File: src/hw/ws_periph_pkg.sv
package ws_periph_pkg;

    // Address window regions, taken from address[15:13]
    localparam logic [2:0] region_i2c  = 3'd0;
    localparam logic [2:0] region_dac1 = 3'd2;
    localparam logic [2:0] region_dac2 = 3'd3;
    localparam logic [2:0] region_led  = 3'd4;

    // WS2812B pulse widths in clk cycles
    localparam int t_short = 11;
    localparam int t_long  = 22;

    localparam int fifo_depth    = 8;
    localparam int fifo_ptr_bits = 3;

    localparam int pixel_bits = 24;  // GRB, 8 bits per channel

    // One bus data word, read differently per region
    typedef union packed {
        struct packed {
            logic [4:0] red;
            logic [5:0] green;
            logic [4:0] blue;
        } rgb;

        struct packed {
            logic [13:0] pad;
            logic        scl_release;
            logic        sda_release;
        } ctrl;

        struct packed {
            logic [10:0] pad;
            logic [4:0]  code;
        } dac;
    } bus_word_u;

endpackage
File: src/hw/ws_periph_top.sv
`timescale 1ns/1ps

module ws_periph_top (
    input  logic        clk,
    input  logic        rst,
    input  logic        mem_valid,
    input  logic        nwr,
    input  logic [15:0] address,
    input  logic [15:0] wdata,
    output logic        mem_ready,
    output logic [15:0] rdata,
    input  logic        button1,
    input  logic        button2,
    input  logic        scl_in,
    input  logic        sda_in,
    output logic        scl_oe,
    output logic        sda_oe,
    output logic [4:0]  dac1_code,
    output logic [4:0]  dac2_code,
    output logic        dout,
    output logic        busy
);

    logic        push;
    logic [15:0] push_data;
    logic        pop;
    logic [15:0] pop_data;
    logic        full;
    logic        empty;

    periph_decoder decoder_i (
        .clk       (clk),
        .rst       (rst),
        .mem_valid (mem_valid),
        .nwr       (nwr),
        .address   (address),
        .wdata     (wdata),
        .button1   (button1),
        .button2   (button2),
        .scl_in    (scl_in),
        .sda_in    (sda_in),
        .full      (full),
        .mem_ready (mem_ready),
        .rdata     (rdata),
        .dac1_code (dac1_code),
        .dac2_code (dac2_code),
        .scl_oe    (scl_oe),
        .sda_oe    (sda_oe),
        .push      (push),
        .push_data (push_data)
    );

    pixel_fifo fifo_i (
        .clk       (clk),
        .rst       (rst),
        .push      (push),
        .push_data (push_data),
        .pop       (pop),
        .pop_data  (pop_data),
        .full      (full),
        .empty     (empty)
    );

    ws2812b_serializer serializer_i (
        .clk      (clk),
        .rst      (rst),
        .empty    (empty),
        .pop_data (pop_data),
        .pop      (pop),
        .dout     (dout),
        .busy     (busy)
    );

endmodule

File: src/hw/ws2812b_serializer.sv
`timescale 1ns/1ps

module ws2812b_serializer (
    input  logic        clk,
    input  logic        rst,
    input  logic        empty,
    input  logic [15:0] pop_data,
    output logic        pop,
    output logic        dout,
    output logic        busy
);

    ws_periph_pkg::bus_word_u head;

    logic [ws_periph_pkg::pixel_bits-1:0] grb;
    logic [ws_periph_pkg::pixel_bits-1:0] shift;
    logic [4:0]                           bit_cnt;
    logic [5:0]                           cyc_cnt;
    logic [5:0]                           high_time;
    logic                                 active;
    logic                                 last_cycle;
    logic                                 last_bit;

    assign head = pop_data;

    // RGB565 widened to 8-bit channels, green first on the wire
    assign grb = {2'b00, head.rgb.green,
                  2'b00, head.rgb.red, 1'b0,
                  2'b00, head.rgb.blue, 1'b0};

    assign high_time = shift[ws_periph_pkg::pixel_bits-1] ? 6'(ws_periph_pkg::t_long)
                                                           : 6'(ws_periph_pkg::t_short);

    assign last_cycle = cyc_cnt == 6'(ws_periph_pkg::t_short + ws_periph_pkg::t_long - 1);
    assign last_bit   = bit_cnt == 5'(ws_periph_pkg::pixel_bits - 1);

    // Take a word when idle or right at the end of a pixel
    assign pop = !empty && (!active || (last_cycle && last_bit));

    assign dout = active && (cyc_cnt < high_time);
    assign busy = active;

    always_ff @(posedge clk) begin
        if (rst) begin
            active  <= 1'b0;
            bit_cnt <= '0;
            cyc_cnt <= '0;
        end else if (pop) begin
            active  <= 1'b1;
            bit_cnt <= '0;
            cyc_cnt <= '0;
        end else if (active) begin
            if (last_cycle) begin
                cyc_cnt <= '0;
                if (last_bit) begin
                    active <= 1'b0;  // Nothing waiting, latch gap follows
                end else begin
                    bit_cnt <= bit_cnt + 1'b1;
                end
            end else begin
                cyc_cnt <= cyc_cnt + 1'b1;
            end
        end
    end

    // MSB first
    always_ff @(posedge clk) begin
        if (pop) begin
            shift <= grb;
        end else if (active && last_cycle) begin
            shift <= {shift[ws_periph_pkg::pixel_bits-2:0], 1'b0};
        end
    end

endmodule

File: src/hw/pixel_fifo.sv
`timescale 1ns/1ps

module pixel_fifo (
    input  logic        clk,
    input  logic        rst,
    input  logic        push,
    input  logic [15:0] push_data,
    input  logic        pop,
    output logic [15:0] pop_data,
    output logic        full,
    output logic        empty
);

    ws_periph_pkg::bus_word_u mem [ws_periph_pkg::fifo_depth];

    logic [ws_periph_pkg::fifo_ptr_bits-1:0] wr_ptr;
    logic [ws_periph_pkg::fifo_ptr_bits-1:0] rd_ptr;
    logic [ws_periph_pkg::fifo_ptr_bits:0]   count;
    logic                                    do_push;
    logic                                    do_pop;

    assign full  = count == (ws_periph_pkg::fifo_ptr_bits + 1)'(ws_periph_pkg::fifo_depth);
    assign empty = count == '0;

    assign do_push = push && !full;
    assign do_pop  = pop && !empty;

    assign pop_data = mem[rd_ptr];  // Head word, shown before the pop

    always_ff @(posedge clk) begin
        if (do_push) begin
            mem[wr_ptr] <= push_data;
        end
    end

    // Pointers wrap naturally, depth is a power of two
    always_ff @(posedge clk) begin
        if (rst) begin
            wr_ptr <= '0;
            rd_ptr <= '0;
            count  <= '0;
        end else begin
            if (do_push) begin
                wr_ptr <= wr_ptr + 1'b1;
            end
            if (do_pop) begin
                rd_ptr <= rd_ptr + 1'b1;
            end
            case ({do_push, do_pop})
                2'b10:   count <= count + 1'b1;
                2'b01:   count <= count - 1'b1;
                default: ;  // Both or neither
            endcase
        end
    end

endmodule

File: src/hw/periph_decoder.sv
`timescale 1ns/1ps

module periph_decoder (
    input  logic        clk,
    input  logic        rst,
    input  logic        mem_valid,
    input  logic        nwr,
    input  logic [15:0] address,
    input  logic [15:0] wdata,
    input  logic        button1,
    input  logic        button2,
    input  logic        scl_in,
    input  logic        sda_in,
    input  logic        full,
    output logic        mem_ready,
    output logic [15:0] rdata,
    output logic [4:0]  dac1_code,
    output logic [4:0]  dac2_code,
    output logic        scl_oe,
    output logic        sda_oe,
    output logic        push,
    output logic [15:0] push_data
);

    logic [2:0]               region;
    logic                     led_wr;
    logic                     answer;
    logic                     pending;
    logic                     scl_release;
    logic                     sda_release;
    ws_periph_pkg::bus_word_u wword;

    assign region = address[15:13];
    assign wword  = wdata;
    assign led_wr = (region == ws_periph_pkg::region_led) && !nwr;

    // Pixel writes wait here while the FIFO is full
    assign answer = mem_valid && !pending && !(led_wr && full);

    // Open drain: pull the line low unless it is released
    assign scl_oe = ~scl_release;
    assign sda_oe = ~sda_release;

    always_ff @(posedge clk) begin
        if (rst) begin
            mem_ready <= 1'b0;
            push      <= 1'b0;
            pending   <= 1'b0;
        end else begin
            mem_ready <= answer;
            push      <= answer && led_wr;
            if (answer) begin
                pending <= 1'b1;
            end else if (!mem_valid) begin
                pending <= 1'b0;  // Transfer finished
            end
        end
    end

    always_ff @(posedge clk) begin
        if (rst) begin
            dac1_code   <= 5'd0;
            dac2_code   <= 5'd0;
            scl_release <= 1'b1;
            sda_release <= 1'b1;
        end else if (answer && !nwr) begin
            case (region)
                ws_periph_pkg::region_i2c: begin
                    scl_release <= wword.ctrl.scl_release;
                    sda_release <= wword.ctrl.sda_release;
                end
                ws_periph_pkg::region_dac1: dac1_code <= wword.dac.code;
                ws_periph_pkg::region_dac2: dac2_code <= wword.dac.code;
                default: ;  // Other regions ignore writes
            endcase
        end
    end

    // Read data and pixel word, valid alongside mem_ready and push
    always_ff @(posedge clk) begin
        if (answer) begin
            push_data <= wword;
            if (nwr && region == ws_periph_pkg::region_i2c) begin
                rdata <= {12'b0, button1, button2, scl_in, sda_in};
            end else begin
                rdata <= 16'd0;
            end
        end
    end

endmodule

File: config.mk
export PLATFORM = sky130hd
export DESIGN_NAME = ws_periph_top
export DESIGN_NICKNAME = d
export VERILOG_FILES = /design/src/hw/ws_periph_pkg.sv /design/src/hw/ws_periph_top.sv /design/src/hw/ws2812b_serializer.sv /design/src/hw/pixel_fifo.sv /design/src/hw/periph_decoder.sv
export SDC_FILE = /design/constraint.sdc
export NUM_CORES = 1
export LEC_CHECK = 0
export ABC_AREA = 0
export BUFFER_PORTS_ARGS = -buffer_cell sky130_fd_sc_hd__buf_2
export CORE_MARGIN = 5
export CORE_UTILIZATION = 44
export DETAILED_ROUTE_END_ITERATION = 7
export PLACE_DENSITY = 0.67
export REMOVE_ABC_BUFFERS = 1
export SLEW_MARGIN = 10
export SYNTH_ARGS = -nofsm -noshare
export SYNTH_HDL_FRONTEND = slang
export SYNTH_HIERARCHICAL = 1
export SYNTH_SLANG_ARGS = --single-unit
File: constraint.sdc
create_clock -name clk -period 7.45 [get_ports clk]
set_clock_uncertainty 0.2 [all_clocks]
set_input_delay 0.3725 -clock clk [delete_from_list [all_inputs] [get_ports clk]]
set_output_delay 0.3725 -clock clk [all_outputs]
set_load 0.02 [all_outputs]
==> results.txt <==
post-place instance area - 0.00907 mm2
Synth Flop Type - edfxtp_1
Setup CP Type - reg -> reg
Worst-path clk slew - 0.06 ns
Syn Std Cell Area - 0.00859 mm2
Die W - 150 um
synth warn - 6
layout cells sized above 1 - 24.4%
GPL Wtd Cong - 0.781
H-tree levels - 1
GRT Total Usage - 14.9%
critical path arrival - 3.95 ns
Std-Cell Rows - 51
TritonCTS Buffers - 22
Met1 Routed Length - 6680 um
met3 wire len - 894 um
post-CTS sizing - 0
fin area - 0.00993 mm2
Fin. Hold Viols - 0
DR WL/cell - 18.1 um
post-route ant nets - 0
antenna cells - 0
Iter 0 DRT Violations - 341
initial antenna violation count - 0
CP Buf/Inv Count - 1
drt first pass iters - 4
Synth top area share - 57.3%
total power - 2.32 mW
clock period minus worst slack - 3.73 ns
setup TNS - 0 ns
nets - 653
Max-Cap Viols - 0
Post-synth ARST share - 0%
CTS Hold Bufs - 21
Slew Limit Fails - 0
die area - 0.0224 mm2
measured slew at the worst slew-check pin - 1.09 ns
I/O Pins - 71
Worst Path Max Fanout - 17
Lkg Pwr - 3.41 nW
DRC Markers - 0
Root Buffer - clkbuf_16
Clock Path Buffers - 3
max_slew headroom - 27.4%
drt total wl - 16,000 um
Seq cells post-synth - 211
Post-synth EDFFs - 164
Netlist cell types - 64
CTS tree - done
vias - 4,604
maximum vdd drop - 0.000163 V
total grt overflow - 0
Syn Area/Cell - 16.3 um2
first-pass GRT wire length - 26,100 um
dpl hpwl - 9550 um
Slowest-stage cell, CP - nor4_1
Worst Setup End Kind - register
part of the cycle the worst path needs - 50.1%
clock sink count - 211
core footprint - 0.0193 mm2
Final Setup Violations - 0
drt via density - 5.21
top cells by area, synth - edfxtp_1, dfxtp_1, mux4_2
status - finished clean
f_max - 0.268 GHz
Seq/Total Area, Yosys - 68.3%
commonest non-fill, non-tap cell in the layout - edfxtp_1
Max Used Layer - met4
Mapped Cells - 528
RSZ-0062 raised after global routing - no
hold crit path type - in -> reg
CP Launch Type - register
die span in y - 150 um
Post-CTS Setup Inserts - 0
largest net degree at the start of global routing - 41
Worst-Skew Late Latency - 0.49 ns
Area growth syn-to-layout - 15.6%
Synth area leader - edfxtp_1
CP max stage delay - 0.81 ns
Starting Density - 44.4%
ratio of total power to cell area - 234 mW/mm2
commonest cells after routing, fill and taps aside - edfxtp_1, dfxtp_1, buf_2
PortBufs - 45
Worst Path Required - 7.67 ns
CP cell instances - nor4_1 > inv_1 > nand2_1 > o21ai_4 > o41a_1 > ha_1 > xor2_1 > ha_1 > a21oi_1 > xor2_1 > or3_1 > a21oi_1
Largest delay share family, worst path - simple AND/OR/NAND/NOR gates
number of global-route vias before repair - 4,979
met2 WL - 8180 um
## final cells by class
class	instances	area (um2)
Multi-Input combinational cell	284	2550
Inverter	10	37.5
Clock inverter	8	33.8
Fill cell	1544	9400
Clock buffer	32	619
Timing Repair Buffer	73	488
Tap cell	265	332
Sequential cell	211	5870
## worst min-delay path: cells and delay by family
kind	cells	cell delay, ns
buf+inv	1	0.14
simple gates	2	0.19
## sequential cells by signal, indices dropped and copies added (netlist names), 3 cells and up, named ones only
| signal | cells |
|---|---|
| decoder_i/dac1_code | 5 |
| fifo_i/mem | 128 |
| serializer_i/cyc_cnt | 6 |
| decoder_i/dac2_code | 5 |
| decoder_i/push_data | 16 |
| decoder_i/rdata | 4 |
| fifo_i/wr_ptr | 3 |
| fifo_i/rd_ptr | 3 |
| fifo_i/count | 4 |
| serializer_i/shift | 23 |
| serializer_i/bit_cnt | 5 |
## metrics by stage
stage               cells  setup WS [ns]  util (%)  hold slack [ns]
global route          883           3.40      51.4           0.0812
CTS                   883           3.76      51.4           0.0403
global placement      822           3.89      46.9            0.245
finish                883           3.72      51.4           0.0652
floorplan             505           4.24         -            0.218
detailed placement    822           3.75      46.9            0.255
## cell families after synthesis
logic type               count (synthesis)  share of synthesized area [%]
flip-flops                             211                           68.3
XOR/XNOR                                11                           1.21
adder cells (fa/ha/maj)                 11                           1.60
AND/OR/NAND/NOR                        138                           9.22
AO/OA/AOI/OAI                           49                           4.30
multiplexers                            63                           12.2
buffers and inverters                   44                           3.10
other                                    1                         0.0437
## layer usage
layer / GRT usage [%] / vias up
li1: - / 2153
met1: 19.5 / 2315
met2: 26.2 / 111
met3: 2.36 / 25
met4: 3.71 / 0
met5: 0 / -
## Yosys cell counts, types with 7 or more instances
| cell type | number |
|---|---|
| edfxtp_1 | 164 |
| dfxtp_1 | 47 |
| mux4_2 | 32 |
| nand2_1 | 27 |
| nor2_1 | 27 |
| nand2b_1 | 20 |
| mux2_2 | 17 |
| nand3_1 | 17 |
| a22o_1 | 15 |
| mux2i_1 | 14 |
| buf_4 | 12 |
| a21oi_1 | 11 |
| ha_1 | 11 |
| inv_1 | 10 |
| xor2_1 | 8 |
| buf_6 | 7 |
| clkbuf_1 | 7 |
| o21ai_0 | 7 |
## where the power goes
part / internal (mW) / switching [mW] / leakage, nW
sequential: 1.28 / 0.0111 / 1.87
combinational: 0.0207 / 0.0278 / 1.22
clock: 0.575 / 0.411 / 0.320
## worst paths after layout
check / startpoint / cells past startpoint / slack [ns] / to
setup / recovery: fifo_i/count[1]$_SDFFE_PP0P_ / 12 / 3.72 / fifo_i/count[2]$_SDFFE_PP0P_
hold / removal: nwr / 3 / 0.07 / decoder_i/push$_SDFF_PP0_
setup reg to reg: fifo_i/count[1]$_SDFFE_PP0P_ / 12 / 3.72 / fifo_i/count[2]$_SDFFE_PP0P_
hold reg to reg: serializer_i/shift[5]$_DFFE_PP_ / 2 / 0.26 / serializer_i/shift[6]$_SDFFE_PP0N_
No activity file was read; power rests on OpenSTA's default activity.
